$ cat src/design/gfx_pkg.sv
// fill engine package with opcode and state enums and framebuffer geometry
`default_nettype none

package gfx_pkg;

  // framebuffer geometry
  localparam int SCREEN_W   = 16;               // pixels per row
  localparam int SCREEN_H   = 16;               // rows
  localparam int COORD_BITS = 8;                // x, y, w, h width

  // byte address of pixel (0,0)
  localparam logic [31:0] FB_BASE = 32'h0000_1000;

  // host command opcodes
  typedef enum logic [1:0] {
    OP_NOP   = 2'd0,                            // accepted, dropped
    OP_PIXEL = 2'd1,                            // single pixel write
    OP_RECT  = 2'd2,                            // rectangle fill
    OP_READ  = 2'd3                             // single pixel read
  } gfx_op_e;

  // rasterizer FSM
  typedef enum logic [1:0] {
    RS_IDLE = 2'd0,                             // waiting for a job
    RS_REQ  = 2'd1,                             // request up, cycle not yet open
    RS_WAIT = 2'd2                              // waiting for req_done
  } raster_state_e;

  // decoder job buffer
  typedef enum logic {
    DS_EMPTY = 1'b0,                            // ready for a command
    DS_FULL  = 1'b1                             // holding one clipped job
  } decode_state_e;

endpackage

`default_nettype wire

$ cat src/design/gfx_cmd_decoder.sv
// command decoder that accepts host commands, clips them to the screen and buffers one job
`timescale 1ns/1ps
`default_nettype none

module gfx_cmd_decoder (
  input  wire                              clk_i,
  input  wire                              rst_i,
  input  wire                              cmd_valid_i,
  output logic                             cmd_ready_o,
  input  wire gfx_pkg::gfx_op_e            cmd_op_i,
  input  wire [gfx_pkg::COORD_BITS-1:0]    cmd_x_i,
  input  wire [gfx_pkg::COORD_BITS-1:0]    cmd_y_i,
  input  wire [gfx_pkg::COORD_BITS-1:0]    cmd_w_i,
  input  wire [gfx_pkg::COORD_BITS-1:0]    cmd_h_i,
  input  wire [31:0]                       cmd_color_i,
  output logic                             job_valid_o,
  output logic                             job_read_o,
  output logic [gfx_pkg::COORD_BITS-1:0]   job_x0_o,
  output logic [gfx_pkg::COORD_BITS-1:0]   job_y0_o,
  output logic [gfx_pkg::COORD_BITS-1:0]   job_x1_o,
  output logic [gfx_pkg::COORD_BITS-1:0]   job_y1_o,
  output logic [31:0]                      job_color_o,
  input  wire                              job_take_i
);

  import gfx_pkg::*;

  decode_state_e           state_q;             // one-entry buffer state
  logic                    is_unit;             // pixel or read opcode
  logic [COORD_BITS-1:0]   w_eff;               // width after opcode rule
  logic [COORD_BITS-1:0]   h_eff;               // height after opcode rule
  logic [COORD_BITS:0]     x_end;               // exclusive end, one extra bit
  logic [COORD_BITS:0]     y_end;
  logic [COORD_BITS-1:0]   x_clip;              // end bound clipped to screen
  logic [COORD_BITS-1:0]   y_clip;
  logic                    cmd_empty;           // nothing to draw or read
  logic                    cmd_fire;            // handshake this cycle

  assign cmd_ready_o = (state_q == DS_EMPTY);   // ready whenever buffer is free
  assign job_valid_o = (state_q == DS_FULL);
  assign cmd_fire    = cmd_valid_i && cmd_ready_o;

  // pixel and read become 1x1 jobs
  assign is_unit = (cmd_op_i == OP_PIXEL) || (cmd_op_i == OP_READ);
  assign w_eff   = is_unit ? COORD_BITS'(1) : cmd_w_i;
  assign h_eff   = is_unit ? COORD_BITS'(1) : cmd_h_i;

  // end bounds, no wrap thanks to the extra bit
  assign x_end = {1'b0, cmd_x_i} + {1'b0, w_eff};
  assign y_end = {1'b0, cmd_y_i} + {1'b0, h_eff};

  // clip right and bottom edges
  assign x_clip = (x_end > SCREEN_W) ? COORD_BITS'(SCREEN_W) : x_end[COORD_BITS-1:0];
  assign y_clip = (y_end > SCREEN_H) ? COORD_BITS'(SCREEN_H) : y_end[COORD_BITS-1:0];

  // zero size, off-screen origin or nop
  assign cmd_empty = (cmd_op_i == OP_NOP)
                  || (w_eff == '0)
                  || (h_eff == '0)
                  || (cmd_x_i >= SCREEN_W)
                  || (cmd_y_i >= SCREEN_H);

  always_ff @(posedge clk_i or posedge rst_i)
  begin
    if (rst_i)
    begin
      state_q <= DS_EMPTY;                      // empty out of reset
    end
    else
    begin
      case (state_q)
        DS_EMPTY:
        begin
          if (cmd_fire && !cmd_empty)           // empty commands just vanish
            state_q <= DS_FULL;
        end
        DS_FULL:
        begin
          if (job_take_i)                       // rasterizer started the job
            state_q <= DS_EMPTY;
        end
        default: state_q <= DS_EMPTY;
      endcase
    end
  end

  // job fields, only meaningful while full
  always_ff @(posedge clk_i)
  begin
    if (cmd_fire)
    begin
      job_read_o  <= (cmd_op_i == OP_READ);
      job_x0_o    <= cmd_x_i;
      job_y0_o    <= cmd_y_i;
      job_x1_o    <= x_clip;
      job_y1_o    <= y_clip;
      job_color_o <= cmd_color_i;
    end
  end

endmodule

`default_nettype wire

$ cat src/design/gfx_rect_raster.sv
// rectangle rasterizer that walks a clipped job and issues one memory request per pixel
`timescale 1ns/1ps
`default_nettype none

module gfx_rect_raster (
  input  wire                              clk_i,
  input  wire                              rst_i,
  input  wire                              job_valid_i,
  input  wire                              job_read_i,
  input  wire [gfx_pkg::COORD_BITS-1:0]    job_x0_i,
  input  wire [gfx_pkg::COORD_BITS-1:0]    job_y0_i,
  input  wire [gfx_pkg::COORD_BITS-1:0]    job_x1_i,
  input  wire [gfx_pkg::COORD_BITS-1:0]    job_y1_i,
  input  wire [31:0]                       job_color_i,
  output logic                             job_take_o,
  output logic                             req_rd_o,
  output logic                             req_wr_o,
  output logic [31:2]                      req_addr_o,
  output logic [31:0]                      req_dat_o,
  input  wire                              req_done_i,
  output logic                             busy_o
);

  import gfx_pkg::*;

  raster_state_e           state_q;
  logic                    read_q;              // job is a read
  logic [COORD_BITS-1:0]   x0_q;                // row restart column
  logic [COORD_BITS-1:0]   x1_q;                // exclusive right bound
  logic [COORD_BITS-1:0]   y1_q;                // exclusive bottom bound
  logic [31:0]             color_q;
  logic [COORD_BITS-1:0]   x_q;                 // current column
  logic [COORD_BITS-1:0]   y_q;                 // current row
  logic [31:2]             row_q;               // word address of (0, y_q)
  logic [31:2]             row_init;            // row address of first line
  logic                    x_last;              // last column of the row
  logic                    y_last;              // last row of the job
  logic                    active;

  // one multiply per job only, constant width so it folds to a shift
  assign row_init = FB_BASE[31:2] + 30'(job_y0_i) * 30'(SCREEN_W);

  assign x_last = (x_q + 1'b1) == x1_q;
  assign y_last = (y_q + 1'b1) == y1_q;

  assign active     = (state_q != RS_IDLE);
  assign busy_o     = active;
  assign job_take_o = (state_q == RS_IDLE) && job_valid_i;  // single-cycle take

  // level request held through RS_REQ and RS_WAIT
  assign req_rd_o   = active && read_q;
  assign req_wr_o   = active && !read_q;
  assign req_addr_o = row_q + 30'(x_q);         // row base plus column
  assign req_dat_o  = color_q;

  always_ff @(posedge clk_i or posedge rst_i)
  begin
    if (rst_i)
    begin
      state_q <= RS_IDLE;
      x_q     <= '0;
      y_q     <= '0;
      row_q   <= '0;
    end
    else
    begin
      case (state_q)
        RS_IDLE:
        begin
          if (job_valid_i)
          begin
            x_q     <= job_x0_i;                // start at top-left corner
            y_q     <= job_y0_i;
            row_q   <= row_init;
            state_q <= RS_REQ;                  // request on next cycle
          end
        end
        RS_REQ:
        begin
          state_q <= RS_WAIT;                   // bus master opens cycle now
        end
        RS_WAIT:
        begin
          if (req_done_i)
          begin
            if (x_last && y_last)
            begin
              state_q <= RS_IDLE;               // whole job done
            end
            else
            begin
              state_q <= RS_REQ;
              if (x_last)
              begin
                x_q   <= x0_q;                  // wrap to next row
                y_q   <= y_q + 1'b1;
                row_q <= row_q + 30'(SCREEN_W);
              end
              else
              begin
                x_q <= x_q + 1'b1;              // x steps fastest
              end
            end
          end
        end
        default: state_q <= RS_IDLE;
      endcase
    end
  end

  // job payload captured on take
  always_ff @(posedge clk_i)
  begin
    if (job_take_o)
    begin
      read_q  <= job_read_i;
      x0_q    <= job_x0_i;
      x1_q    <= job_x1_i;
      y1_q    <= job_y1_i;
      color_q <= job_color_i;
    end
  end

endmodule

`default_nettype wire

$ cat src/design/gfx_wbm_rw.sv
// Wishbone classic master doing single reads and writes, with read result and error interrupt
`timescale 1ns/1ps
`default_nettype none

module gfx_wbm_rw (
  input  wire           clk_i,
  input  wire           rst_i,
  output logic          wb_cyc_o,
  output logic          wb_stb_o,
  output logic          wb_we_o,
  output logic [31:0]   wb_adr_o,
  output logic [3:0]    wb_sel_o,
  output logic [31:0]   wb_dat_o,
  input  wire           wb_ack_i,
  input  wire           wb_err_i,
  input  wire  [31:0]   wb_dat_i,
  input  wire           req_rd_i,
  input  wire           req_wr_i,
  input  wire  [31:2]   req_addr_i,
  input  wire  [31:0]   req_dat_i,
  output logic          req_done_o,
  output logic [31:0]   rd_dat_o,
  output logic          rd_valid_o,
  output logic          sint_o
);

  logic bus_end;                                // ack or err on open cycle
  logic start;                                  // open a new cycle

  assign bus_end = wb_cyc_o && (wb_ack_i || wb_err_i);
  assign start   = !wb_cyc_o && (req_rd_i || req_wr_i);

  assign wb_stb_o   = wb_cyc_o;                 // single access, strobe follows cycle
  assign wb_sel_o   = 4'b1111;                  // 32-bit accesses only
  assign req_done_o = bus_end;                  // pulse back to rasterizer

  always_ff @(posedge clk_i or posedge rst_i)
  begin
    if (rst_i)
    begin
      wb_cyc_o   <= 1'b0;
      wb_we_o    <= 1'b0;
      rd_valid_o <= 1'b0;
      sint_o     <= 1'b0;
    end
    else
    begin
      if (start)
      begin
        wb_cyc_o <= 1'b1;                       // edge after the request
        wb_we_o  <= req_wr_i;
      end
      else if (bus_end)
      begin
        wb_cyc_o <= 1'b0;                       // close on ack and on err
      end

      rd_valid_o <= bus_end && !wb_we_o;        // read result pulse

      if (wb_cyc_o && wb_err_i)
        sint_o <= 1'b1;                         // sticky until reset
    end
  end

  // address and data held for the whole cycle
  always_ff @(posedge clk_i)
  begin
    if (start)
    begin
      wb_adr_o <= {req_addr_i, 2'b00};
      wb_dat_o <= req_dat_i;
    end
    if (bus_end && !wb_we_o)
      rd_dat_o <= wb_dat_i;                     // bus data even on err
  end

endmodule

`default_nettype wire

$ cat src/design/gfx_fill_top.sv
// 2D fill engine top level joining decoder, rasterizer and Wishbone master
`timescale 1ns/1ps
`default_nettype none

module gfx_fill_top (
  input  wire                              clk_i,
  input  wire                              rst_i,
  input  wire                              cmd_valid_i,
  output logic                             cmd_ready_o,
  input  wire gfx_pkg::gfx_op_e            cmd_op_i,
  input  wire [gfx_pkg::COORD_BITS-1:0]    cmd_x_i,
  input  wire [gfx_pkg::COORD_BITS-1:0]    cmd_y_i,
  input  wire [gfx_pkg::COORD_BITS-1:0]    cmd_w_i,
  input  wire [gfx_pkg::COORD_BITS-1:0]    cmd_h_i,
  input  wire [31:0]                       cmd_color_i,
  output logic                             wb_cyc_o,
  output logic                             wb_stb_o,
  output logic                             wb_we_o,
  output logic [31:0]                      wb_adr_o,
  output logic [3:0]                       wb_sel_o,
  output logic [31:0]                      wb_dat_o,
  input  wire                              wb_ack_i,
  input  wire                              wb_err_i,
  input  wire [31:0]                       wb_dat_i,
  output logic [31:0]                      rd_dat_o,
  output logic                             rd_valid_o,
  output logic                             sint_o,
  output logic                             idle_o
);

  import gfx_pkg::*;

  // decoder to rasterizer
  logic                  job_valid;
  logic                  job_read;
  logic [COORD_BITS-1:0] job_x0;
  logic [COORD_BITS-1:0] job_y0;
  logic [COORD_BITS-1:0] job_x1;               // exclusive, clipped
  logic [COORD_BITS-1:0] job_y1;
  logic [31:0]           job_color;
  logic                  job_take;

  // rasterizer to bus master
  logic                  req_rd;
  logic                  req_wr;
  logic [31:2]           req_addr;              // word address
  logic [31:0]           req_dat;
  logic                  req_done;
  logic                  raster_busy;

  gfx_cmd_decoder u_dec (
    .clk_i       (clk_i),
    .rst_i       (rst_i),
    .cmd_valid_i (cmd_valid_i),
    .cmd_ready_o (cmd_ready_o),
    .cmd_op_i    (cmd_op_i),
    .cmd_x_i     (cmd_x_i),
    .cmd_y_i     (cmd_y_i),
    .cmd_w_i     (cmd_w_i),
    .cmd_h_i     (cmd_h_i),
    .cmd_color_i (cmd_color_i),
    .job_valid_o (job_valid),
    .job_read_o  (job_read),
    .job_x0_o    (job_x0),
    .job_y0_o    (job_y0),
    .job_x1_o    (job_x1),
    .job_y1_o    (job_y1),
    .job_color_o (job_color),
    .job_take_i  (job_take)
  );

  gfx_rect_raster u_raster (
    .clk_i       (clk_i),
    .rst_i       (rst_i),
    .job_valid_i (job_valid),
    .job_read_i  (job_read),
    .job_x0_i    (job_x0),
    .job_y0_i    (job_y0),
    .job_x1_i    (job_x1),
    .job_y1_i    (job_y1),
    .job_color_i (job_color),
    .job_take_o  (job_take),
    .req_rd_o    (req_rd),
    .req_wr_o    (req_wr),
    .req_addr_o  (req_addr),
    .req_dat_o   (req_dat),
    .req_done_i  (req_done),
    .busy_o      (raster_busy)
  );

  gfx_wbm_rw u_wbm (
    .clk_i       (clk_i),
    .rst_i       (rst_i),
    .wb_cyc_o    (wb_cyc_o),
    .wb_stb_o    (wb_stb_o),
    .wb_we_o     (wb_we_o),
    .wb_adr_o    (wb_adr_o),
    .wb_sel_o    (wb_sel_o),
    .wb_dat_o    (wb_dat_o),
    .wb_ack_i    (wb_ack_i),
    .wb_err_i    (wb_err_i),
    .wb_dat_i    (wb_dat_i),
    .req_rd_i    (req_rd),
    .req_wr_i    (req_wr),
    .req_addr_i  (req_addr),
    .req_dat_i   (req_dat),
    .req_done_o  (req_done),
    .rd_dat_o    (rd_dat_o),
    .rd_valid_o  (rd_valid_o),
    .sint_o      (sint_o)
  );

  // nothing buffered, nothing walking, no open cycle
  assign idle_o = !job_valid && !raster_busy && !wb_cyc_o;

endmodule

`default_nettype wire

$ cat config.mk
export PLATFORM = sky130hd
export DESIGN_NAME = gfx_fill_top
export DESIGN_NICKNAME = d
export VERILOG_FILES = /design/src/design/gfx_pkg.sv /design/src/design/gfx_cmd_decoder.sv /design/src/design/gfx_rect_raster.sv /design/src/design/gfx_wbm_rw.sv /design/src/design/gfx_fill_top.sv
export SDC_FILE = /design/constraint.sdc
export NUM_CORES = 1
export LEC_CHECK = 0
export BUFFER_PORTS_ARGS = -buffer_cell sky130_fd_sc_hd__buf_2
export CAP_MARGIN = 20
export CELL_PAD_IN_SITES_DETAIL_PLACEMENT = 0
export CELL_PAD_IN_SITES_GLOBAL_PLACEMENT = 2
export CORE_UTILIZATION = 43
export CTS_BUF_LIST = sky130_fd_sc_hd__clkbuf_4
export CTS_CLUSTER_SIZE = 40
export DETAILED_ROUTE_END_ITERATION = 10
export PLACE_DENSITY_LB_ADDON = 0.15
export SYNTH_ARGS = -nofsm -noshare
export SYNTH_HDL_FRONTEND = slang
export SYNTH_HIERARCHICAL = 1
export SYNTH_SLANG_ARGS = --single-unit
$ cat constraint.sdc
create_clock -name clk_i -period 10.3 [get_ports clk_i]
set_clock_uncertainty 0.1 [all_clocks]
set_input_delay 2.06 -clock clk_i [delete_from_list [all_inputs] [get_ports clk_i]]
set_output_delay 2.06 -clock clk_i [all_outputs]
set_load 0.1 [all_outputs]
* Yosys cells after proc, flatten, opt, wreduce, memory -nomap -nowiden
Index checks and enable logic that the tools add are counted.
** Word-level totals
- Bits of input ports :: 103
- Register bits :: 269
- Output and inout bits :: 107
** Cells by class
- Reductions and logical operators :: 35
- Mux-type cells :: 26
- Add/subtract/negate cells :: 7
- Equality and inequality tests :: 10
- Bitwise gates (word level) :: 1
- Magnitude comparators :: 4
** Operators by type and width (count)
- $mux 30 :: 4
- $mux 8 :: 10
- $pmux 30 s2 :: 1
- $pmux 8 s2 :: 2
- $add 30x5->30 const B :: 1
- $add 30x8->30 :: 1
- $add 8x8->9 :: 2
- $gt 9x5->1 const B :: 2
- $add 8x1->8 const B :: 2
- $eq 8x8->1 :: 2
- $ge 8x5->1 const B :: 2
- $logic_not 8->1 :: 2
- $add 11x12->13 const A :: 1
- $logic_and 1x1->1 :: 12
- $logic_or 1x1->1 :: 7
- $logic_not 1->1 :: 6
- $pmux 2 s3 :: 1
- $reduce_bool 2->1 :: 3
- $mux 1 :: 5
- $reduce_and 5->1 :: 1
- $eq 2x1->1 const B :: 2
- $eq 2x2->1 const B :: 2
- $logic_not 2->1 :: 2
- $mux 2 :: 2
- 6 further kinds :: 8

* Longest topological paths before layout
Gate-level depths: netlist (run 1).
- Depth after elaboration :: 12
- Mapped depth :: 11
- Depth with buffers taken out :: 9

* Modules after synthesis
The synthesis (run 1) kept the hierarchy.
** By module, submodules not included
- gfx_rect_raster :: times used 1, area an instance 5786.8 um^2, sequential area each 2812.7 um^2, cells an instance 562
- gfx_wbm_rw :: times used 1, area an instance 3056.7 um^2, sequential area each 2922.8 um^2, cells an instance 118
- gfx_cmd_decoder :: times used 1, area an instance 2994.1 um^2, sequential area each 1976.9 um^2, cells an instance 206
- gfx_fill_top :: times used 1, area an instance 10.0 um^2, sequential area each 0.0 um^2, cells an instance 1

* Least setup slack after synthesis (run 1)
Ideal clock, no wire load.
- Kind :: input -> register
- Start point :: input cmd_valid_i
- End point :: register u_dec.state_q (netlist: u_dec/job_valid_o)
- Setup slack :: 4.471 ns
- Required time :: 10.099 ns
- Arrival :: 5.629 ns
- Cell stages on the path :: 5
- Cells stage by stage :: nor2b_1 o2111ai_1 a21oi_1 o41ai_1 o21ai_1
** On the way
- Word-level cells in the longest chain between the ends :: 4
** RTL lines
- start, declared :: line gfx_fill_top.sv:8 : input wire cmd_valid_i,
- $logic_and 1x1->1 :: line gfx_cmd_decoder.sv:41 : assign cmd_fire = cmd_valid_i && cmd_ready_o;
- $logic_and 1x1->1 :: line gfx_cmd_decoder.sv:74 : if (cmd_fire && !cmd_empty)
- $mux 1 :: line gfx_cmd_decoder.sv:74
- $pmux 1 s2 :: line gfx_cmd_decoder.sv:71 : case (state_q)
- end signal, assigned :: line gfx_cmd_decoder.sv:75 : state_q <= DS_FULL;
- end signal, assigned :: line gfx_cmd_decoder.sv:80 : state_q <= DS_EMPTY;
- end signal, assigned :: line gfx_cmd_decoder.sv:82 : default: state_q <= DS_EMPTY;
- end, declared :: line gfx_cmd_decoder.sv:28 : decode_state_e state_q;
Every way passes these cells.
A chain may end at the register's enable or synchronous reset.

* Worst setup path after layout (run 1)
- Start point :: register u_raster.state_q[1]
- End point :: output idle_o
** On the way
- Word-level cells in the longest chain between the ends :: 4
** RTL lines
- start, declared :: line gfx_rect_raster.sv:26 : raster_state_e state_q;
- start signal, assigned :: line gfx_rect_raster.sv:60 : state_q <= RS_IDLE;
- start signal, assigned :: line gfx_rect_raster.sv:75 : state_q <= RS_REQ;
- start signal, assigned :: line gfx_rect_raster.sv:80 : state_q <= RS_WAIT;
- $reduce_bool 2->1 :: line gfx_rect_raster.sv:46 : assign active = (state_q != RS_IDLE);
- via raster_busy :: line gfx_fill_top.sv:49 : logic raster_busy;
- $logic_not 1->1 :: line gfx_fill_top.sv:114 : assign idle_o = !job_valid && !raster_busy && !wb_cyc_o;
- $logic_and 1x1->1 (2 in series) :: line gfx_fill_top.sv:114
- end, declared :: line gfx_fill_top.sv:28 : output logic idle_o
The timed path passes the listed nets, and every way through them passes these cells.

==> summary.txt, run 1 <==
Drt
  • Via density: 5.19
  • Remaining DRCs: 0
  • Post-DRT Antenna Nets: 0
  • 1st-pass router iterations: 5
  • Detailed router's first-iteration violation count: between 400 and 500
  • Vias: about 7900
  • Routed len/inst: about 17 um
  • WL final: approximately 26000 um

Layout
  • Final #Nets: between 1000 and 1500
  • Synthesis-to-layout area growth: 18.8%
  • Layout cells sized above 1: 32.4%
  • Non-Filler Instances: about 1500
  • Fillers: between 2000 and 2500

Worst setup path
  • Worst-path maximum fanout: 21
  • WP data required: 8.14 ns
  • Type of origin of the critical path: flip-flop
  • Reg2Reg Depth: 8
  • Worst Path Arrival: 2.55 ns
  • Critical path class: reg2out
  • Crit. End Element: primary output

STA
  • Final Hold Vio Count: 0
  • Setup violators final: 0
  • Rel. slew slack: a little over a third
  • Slew Viols, Final: 0
  • Tcrit/Tclk final: 45.8%
  • Fin crit period: 4.71 ns
  • Fmax achieved: roughly 0.21 GHz
  • Slew @ Worst Pin: 0.954 ns
  • Post-route setup TNS: 0 ns
  • RSZ-0062 raised after global routing: no

Global routing
  • Antenna violations before repair: 1
  • Overall global routing resource usage: 18.9%
  • Grt ovf: 0
  • Via count of the first global-routing pass: ~7900
  • Largest net degree at the start of global routing: 64
  • First-pass GRT wire length: 41500 um

Worst hold path
  • Worst hold stages: 0
  • Worst min-delay path class: reg2reg

Synthesis
  • Post-Synth Simple-Gate Area: around an eighth
  • Async set or reset register ratio after synthesis: 18.5%
  • Synthesized area: 11800 um2
  • Post-synth top cells: edfxtp_1, nand2_1, dfrtp_1
  • Yosys cell types: 77
  • Post-Syn Area per Cell: about 13 um2
  • Complex-gate fraction of the synthesized area: 11.1%
  • Register area share after synthesis: 65.1%
  • Yosys synthesis warning count: 6
  • Mapped Cells: 887
  • Count leader, synth: edfxtp_1
  • Synth Register Bits: 265
  • Xor-xnor portion of the synthesized cell area: under 10%
  • Number of synthesized flops with an enable pin: 216
  • Main synth FF type: edfxtp_1
  • Yosys top cell by area: edfxtp_1
  • Multiplexer area fraction after synthesis: less than 1%
  • Synth top area cells: edfxtp_1, dfrtp_1, ha_1
  • Yosys top cell area share: between 50 and 60%
  • Area share of fa/ha/maj cells after synthesis: around 3.0%
  • Largest family of logic cells by synthesized area: simple AND/OR/NAND/NOR gates

Clocking
  • TritonCTS buffer count: 68
  • Cts repair resizes: 0
  • Postcts setup bufs: 0
  • Clk Latency, worst-skew pair: ~0.67 ns
  • Max Buffers Root-to-Sink: 3
  • CTS H-tree depth: 3
  • Root Driver: clkbuf_4
  • CTS tree: done
  • Sink Count: between 200 and 300
  • Clk slew on worst S/H paths: roughly 0.070 ns
  • Hold buffers post-CTS: 0

Pwr
  • Max IR drop VDD: 0.0983 mV
  • PwrDens: around 320 nW/um2
  • Static leakage: between 5 and 6 nW

Outcome
  • Outcome: finished clean

Placement
  • Port buffer count: ~200
  • DP Cell Count: about 1400
  • Dpl hpwl: 17300 um
  • Gpl congestion: approximately 0.85

Run
  • Max Cap Viol: 0

Floorplan
  • Die Ht: ~170 um
  • Die ar.: ~28000 um2
  • Ports: 210
  • Initial Utilization: between 40 and 50%
  • Row count: 60
  • Die width: approximately 170 um
  • Core footprint: about 27000 um2
[logic make-up (layout without fill, tap and decap cells)]
group,after synthesis,count (layout)
AND/OR/NAND/NOR,268,268
flip-flops,265,265
AO/OA/AOI/OAI,179,179
buffers and inverters,75,353
XOR/XNOR,59,59
adder cells (fa/ha/maj),27,27
multiplexers,10,10
other,4,14
[where the power goes]
part,internal (W),switching [W]
Combinational,0.000413,0.00143
Clock,0.000546,0.000412
Sequential,0.00153,0.000192
[area by class of cell]
cell class                 count  area, um2  area share [%]
clock inverter                12        134           0.951
inverter                      22       82.6           0.587
clock buffer                 107        803            5.71
tap                          341        427            3.03
timing repair buffer         212       1080            7.70
sequential                   265       7710            54.8
multi-input combinational    556       3830            27.2
antenna                        1       2.50          0.0178
[layout by cell type (no fill, tap or decap), types with 18 or more instances in the layout]
master	Yosys	layout
nand2b_1	18	18
dfrtp_1	49	49
nand3_1	29	29
nand2_1	59	59
edfxtp_1	216	216
clkbuf_4	0	107
buf_2	10	203
nor3_1	20	20
nor2b_1	23	21
xnor2_1	33	33
xor2_1	25	25
o21ai_0	33	33
inv_1	22	21
a21oi_1	33	33
ha_1	25	25
nor2_1	42	42
[layer usage]
metal  part of all wire [%]  wire, um  global-route usage, %  vias up
met5                      0         0                      0        -
met4                    2.1       537                   7.34        0
met3                    5.6      1470                   4.11       42
met2                     49     12900                   31.8      244
met1                     43     11200                   23.8     3747
li1                       -         -                      -     3829
[flip-flops by register name, indices dropped and copies added (netlist names), 8 cells and up]
name	count
u_dec/job_color_o	32
u_dec/job_x0_o	8
u_dec/job_x1_o	8
u_dec/job_y0_o	8
u_dec/job_y1_o	8
u_raster/req_dat_o	32
u_raster/row_q	26
u_raster/x0_q	8
u_raster/x1_q	8
u_raster/x_q	8
u_raster/y1_q	8
u_raster/y_q	8
u_wbm/rd_dat_o	32
u_wbm/wb_adr_o	30
u_wbm/wb_dat_o	32
[per-stage QoR]
| step | hold WS, ns | power [W] | setup WS [ns] | util [%] | cell area [um2] |
|---|---|---|---|---|---|
| floorplan | 0.300 | 0.00325 | 4.47 | - | 11900 |
| global placement | 0.301 | 0.00358 | 5.72 | 48.6 | 13100 |
| detailed placement | 0.305 | 0.00359 | 5.71 | 48.6 | 13100 |
| CTS | 0.307 | 0.00457 | 5.56 | 52.1 | 14100 |
| global route | 0.314 | 0.00476 | 5.46 | 52.1 | 14100 |
| finish | 0.307 | 0.00452 | 5.59 | 52.1 | 14100 |
[path summary, 6_finish.rpt]
| check | to | from | slack, ns |
|---|---|---|---|
| max | idle_o | u_raster/state_q[1] | 5.59 |
| min | u_raster/x1_q[5] | u_dec/job_x1_o[5] | 0.31 |
| max reg2reg | u_raster/x_q[0] | u_raster/state_q[1] | 5.98 |
| min reg2reg | u_raster/x1_q[5] | u_dec/job_x1_o[5] | 0.31 |
| max in group asynchronous | u_raster/y_q[0] | rst_i | 8.17 |
| min in group asynchronous | u_dec/job_valid_o | rst_i | 1.14 |
[worst max-delay path: stages, from the launching register on]
cell and delay [ns]:
dfrtp_1 0.73, nor2_1 0.46, inv_1 0.09, nor3_2 0.16, buf_2 0.44
Power figures use the tool's default switching activity.
==> run 2, diff against run 1 <==
- ABC_AREA: not set -> 1
- CORE_UTILIZATION: 43 -> 37
- clock period: 10.3 -> 4.75 ns (I/O delays scaled with it)
==> summary.txt, run 2 <==
Placement
  • Dpl hpwl: just under 20000 um
  • Placed cell areas: about 14000 um2
  • Gpl congestion: roughly 0.79
  • Port buffer count: between 200 and 250

Floorplan
  • Row count: 66
  • Die width: roughly 180 um
  • Core footprint: 32600 um2
  • Initial Utilization: between 30% and 40%
  • Die ar.: ~34000 um2
  • Ports: between 200 and 250
  • Die Ht: around 180 um

Worst setup path
  • R2r startpoint: u_raster/x_q[0]
  • Crit. End Element: primary output
  • Worst-path maximum fanout: 5
  • WP data required: approximately 3.7 ns
  • Critical path class: reg2out
  • Worst Setup SP: u_raster/state_q[1]
  • Worst Path Arrival: approximately 2.2 ns
  • Type of origin of the critical path: flip-flop

Clocking
  • Root Driver: clkbuf_4
  • Max Buffers Root-to-Sink: 3
  • CTS H-tree depth: 3
  • CTS tree: done
  • Clk slew on worst S/H paths: around 0.060 ns
  • TritonCTS buffer count: between 70 and 80
  • Sink Count: 265
  • Clk Latency, worst-skew pair: 0.75 ns

Pwr
  • Max IR drop VDD: around 0.34 mV
  • Static leakage: 6.55 nW
  • PwrDens: roughly 630 nW/um2

Drt
  • Via density: about 4.5
  • Vias: ~8700
  • 1st-pass router iterations: 7
  • Remaining DRCs: 0
  • Detailed router's first-iteration violation count: 415
  • Routed len/inst: ~14 um
  • Post-DRT Antenna Nets: 0
  • WL final: approximately 28000 um

Layout
  • Synthesis-to-layout area growth: 19.5%
  • Most frequent cells in the layout: nand2_1, edfxtp_1, buf_2
  • Final Util: about 45%
  • Post-route cell area: between 10000 and 15000 um2
  • Final #Nets: 1580
  • Commonest non-fill, non-tap cell in the layout: nand2_1
  • Layout cells sized above 1: 25.6%

Global routing
  • Grt ovf: 0
  • Largest net degree at the start of global routing: 45
  • Antenna violations before repair: 2
  • Overall global routing resource usage: between 15 and 20%
  • First-pass GRT wire length: 44700 um
  • Via count of the first global-routing pass: roughly 9000

STA
  • Tcrit/Tclk final: 69.3%
  • Slew @ Worst Pin: 1.07 ns
  • Fmax achieved: between 0.3 and 0.4 GHz
  • RSZ-0062 raised after global routing: no
  • Slew Viols, Final: 0
  • Final Hold Vio Count: 0
  • Fin crit period: around 3.3 ns
  • Setup violators final: 0
  • Rel. slew slack: between 20% and 30%
  • Post-route setup TNS: 0 ns

Synthesis
  • Yosys synthesis warning count: 6
  • Count leader, synth: nand2_1
  • Yosys top cell by area: edfxtp_1
  • Register area share after synthesis: between 60% and 70%
  • Number of synthesized flops with an enable pin: between 200 and 250
  • Synth Register Bits: roughly 270
  • Yosys cell types: 47
  • Yosys top cell area share: a little over half
  • Synthesized area: 12300 um2
  • Async set or reset register ratio after synthesis: between 10% and 20%
  • Synth top area cells: edfxtp_1, nand2_1, dfrtp_1
  • Main synth FF type: edfxtp_1
  • Mapped Cells: 1186
  • Post-Syn Area per Cell: 10.4 um2
  • Post-synth top cells: nand2_1, edfxtp_1, inv_1

Outcome
  • Outcome: finished clean

Run
  • Max Cap Viol: 0

Worst hold path
  • Hold Crit Start: cmd_color_i[0]
  • Worst min-delay path class: in2reg
run 2: final timing paths:
path | endpoint | slack (ns) | cells after the start
worst max register to register | u_raster/row_q[12] | 1.54 | 13
worst min register to register | u_raster/req_dat_o[30] | 0.31 | 0
worst max-delay path | idle_o | 1.46 | 6
min in group asynchronous | u_dec/job_valid_o | 0.54 | 3
max in group asynchronous | u_raster/row_q[21] | 3.22 | 4
worst min-delay path | u_dec/job_color_o[0] | 0.28 | 1
run 2: routing by layer:
metal / track usage, % / vias up / routed length [um]
li1: - / 4505 / -
met1: 22.3 / 3938 / 13200
met2: 26.5 / 238 / 12500
met3: 4.86 / 42 / 1650
met4: 6.60 / 0 / 547
met5: 0 / - / 0
run 2: cells by family (layout without fill, tap and decap cells):
| logic type | after synthesis | after routing | share of synthesized area [%] |
|---|---|---|---|
| simple gates | 629 | 629 | 23.0 |
| flops | 265 | 265 | 62.7 |
| buf+inv | 166 | 477 | 5.77 |
| compound gates | 57 | 57 | 2.83 |
| xor+xnor | 38 | 38 | 2.71 |
| fa+ha+maj | 27 | 27 | 2.87 |
| other cells | 4 | 16 | 0.122 |
run 2: power by group:
part	internal (W)	leakage, nW	switching (W)
Sequential	0.00315	2.68	0.000278
Combinational	0.000655	3.34	0.00322
Clock	0.00101	0.529	0.000971
run 2: what timing repair did:
action	4_1_cts	5_1_grt
endpoints found under the hold margin	5	0
resized for setup	0	0
hold buffers	1	0
buffers inserted	0	0
run 2: stage by stage:
step	hold WS [ns]	total power, W	setup WS [ns]	instances
finish	0.276	0.00929	1.46	1951
global route	0.182	0.00985	1.15	1950
CTS	0.181	0.00944	1.36	1948
detailed placement	0.305	0.00739	1.51	1817
global placement	0.300	0.00737	1.58	1817
floorplan	0.300	0.00669	1.00	1195
run 2: final cells by class:
type / instances / area (um2)
multi-input cells: 764 / 3930
inverters: 136 / 510
diodes: 3 / 7.51
fillers: 3173 / 17900
flip-flops and latches: 265 / 7710
repair buffers: 211 / 1080
clock buffers: 102 / 766
well taps: 442 / 553
clock inverters: 28 / 138
run 2: critical path, cell delays in order, from the launching register on:
cell	delay (ns)
dfrtp_1	0.45
nor2_1	0.26
inv_1	0.15
inv_1	0.07
nand2_1	0.07
nor2_2	0.07
buf_2	0.43
==> run 3, diff against run 2 <==
- ABC_AREA: 1 -> 0
- CORE_UTILIZATION: 37 -> 36
- clock period: 4.75 -> 2.9 ns (I/O delays scaled with it)
==> summary.txt, run 3 (synthesis gave the netlist of run 1 again) <==
Outcome
  • Outcome: finished clean

Worst setup path
  • R2R setup slack: 0.23 ns
  • Max stage delay on crit path: about 0.40 ns
  • Crit. End Element: primary output
  • Worst flop-to-flop path endpoint: u_wbm/wb_adr_o[30]
  • Reg2Reg Depth: 9
  • Cell family with most CP delay: buffers and inverters
  • R2r startpoint: u_raster/x_q[5]
  • Type of origin of the critical path: flip-flop
  • Worst-path maximum fanout: 21
  • Cell chain of the critical path: buf_4 > nor2_2 > inv_1 > nor3_2 > buf_4
  • Worst Path Arrival: 2.07 ns
  • CP dominant cell by count: buf_4
  • Bufs and invs on worst path: 3
  • Critical path class: reg2out
  • Slowest CP cell: dfrtp_1
  • WP data required: ~2.2 ns

Worst hold path
  • Hold Crit Start: wb_ack_i
  • Worst min-delay path class: in2reg
  • Worst hold stages: 3
  • Hold endpoint: u_wbm/wb_cyc_o

Floorplan
  • Core footprint: ~32000 um2
  • Die ar.: 33600 um2
  • Die Ht: 183 um
  • Die width: between 150 and 200 um
  • Ports: 210
  • Row count: between 60 and 70
  • Initial Utilization: around 37%

STA
  • Rel. slew slack: between 50% and 60%
  • Final Hold Vio Count: 0
  • Slew @ Worst Pin: between 0.7 and 0.8 ns
  • Fin crit period: 2.75 ns
  • Post-route setup TNS: 0 ns
  • Slew Viols, Final: 0
  • Fmax achieved: approximately 0.36 GHz
  • RSZ-0062 raised after global routing: no
  • Tcrit/Tclk final: a little over nine tenths
  • Setup violators final: 0

Drt
  • Vias: roughly 8400
  • Routed len/inst: between 15 and 20 um
  • WL final: between 20000 and 30000 um
  • Post-DRT Antenna Nets: 0
  • 1st-pass router iterations: 5
  • Via density: 4.80
  • Detailed router's first-iteration violation count: 390
  • Remaining DRCs: 0

Clocking
  • CTS tree: done
  • TritonCTS buffer count: between 70 and 80
  • Root Driver: clkbuf_4
  • Clk slew on worst S/H paths: approximately 0.060 ns
  • Max Buffers Root-to-Sink: 3
  • Sink Count: about 270
  • Clk Latency, worst-skew pair: 0.70 ns
  • CTS H-tree depth: 3
  • Postcts setup bufs: 0

Run
  • Max Cap Viol: 0

Global routing
  • Via count of the first global-routing pass: ~8400
  • First-pass GRT wire length: 44100 um
  • Largest net degree at the start of global routing: 56
  • Overall global routing resource usage: about 17%
  • Antenna violations before repair: 2
  • Grt ovf: 0

Pwr
  • Static leakage: between 6 and 7 nW
  • PwrDens: 1060 nW/um2
  • Max IR drop VDD: 0.517 mV

Layout
  • Most frequent cells in the layout: edfxtp_1, buf_2, clkbuf_4
  • Fillers: around 3000
  • Final #Nets: between 1000 and 1500
  • Commonest non-fill, non-tap cell in the layout: edfxtp_1
  • Layout cells sized above 1: about a third
  • Footprint of the multi-input gates: approximately 3800 um2
  • Final Util: a little under half
  • Sequential cell area: around 7700 um2
  • Synthesis-to-layout area growth: 30.5%

Placement
  • Port buffer count: ~200
  • Gpl congestion: a little under 0.8
  • Dpl hpwl: about 19000 um
## run 3: cell count changes in the layout (fill, tap and decap cells not counted), moves of 21 or more
cell | previous run | this run
nand2_2 | 22 | 0
nor2_1 | 92 | 41
xnor2_1 | 9 | 33
nand2_1 | 340 | 59
inv_1 | 126 | 21
dlygate4sd3_1 | 1 | 82
nand3_1 | 93 | 29
nor2b_1 | 0 | 21
buf_4 | 7 | 52
## run 3: per-stage QoR
stage / instance area, um2 / worst slack, ns / power (W) / hold WS, ns / std cells
after floorplan: 11900 / 0.0284 / 0.0115 / 0.209 / 896
after global placement: 13700 / 0.0561 / 0.0132 / 0.300 / 1547
after detailed placement: 13700 / 0.0430 / 0.0132 / 0.305 / 1547
after CTS: 15500 / 0.0128 / 0.0167 / 0.0833 / 1751
final: 15500 / 0.151 / 0.0164 / 0.150 / 1753
after global routing: 15500 / 0.0235 / 0.0174 / 0.0945 / 1753
## run 3: where the power goes
part	internal, W	leakage, nW	switching, W
combinational	0.00186	2.94	0.00532
sequential	0.00542	2.62	0.000563
clock	0.00175	0.534	0.00153
total	0.00903	6.10	0.00741
## run 3: timing repair
item                                   4_1_cts  5_1_grt
hold buffers                                82        0
setup endpoints to repair                    1        1
endpoints found under the hold margin      130        0
resized for setup                            1        1
## run 3: layer usage
layer	global-route usage [%]	up-vias	part of all wire, %
li1	-	4095	-
met1	21.5	4050	45
met2	27.8	217	48
met3	3.94	56	4.9
met4	7.33	0	2.4
met5	0	-	0
## run 3: how the worst max path moves through the flow
stage                         from                end  slack (ns)  cells after the start
2_1_floorplan  u_raster/state_q[0]             idle_o        0.03                      5
3_3_place_gp           cmd_op_i[0]  u_dec/job_y1_o[4]        0.06                      9
3_5_place_dp           cmd_op_i[0]  u_dec/job_y1_o[4]        0.04                     10
4_1_cts        u_raster/state_q[0]             idle_o        0.01                      5
5_1_grt        u_raster/state_q[0]             idle_o        0.02                      5
6_report       u_raster/state_q[0]             idle_o        0.15                      5
## run 3: cell type report
type,count,area share [%]
well taps,442,3.58
repair buffers,344,15.4
multi-input cells,556,24.8
diodes,2,0.0324
clock buffers,104,5.05
inverters,22,0.534
clock inverters,18,0.769
flip-flops and latches,265,49.9
## run 3: worst min-delay path, delay by kind of cell
kind            cells  cell delay, ns
simple gates        1            0.04
buf+inv             1            0.09
compound gates      1            0.17
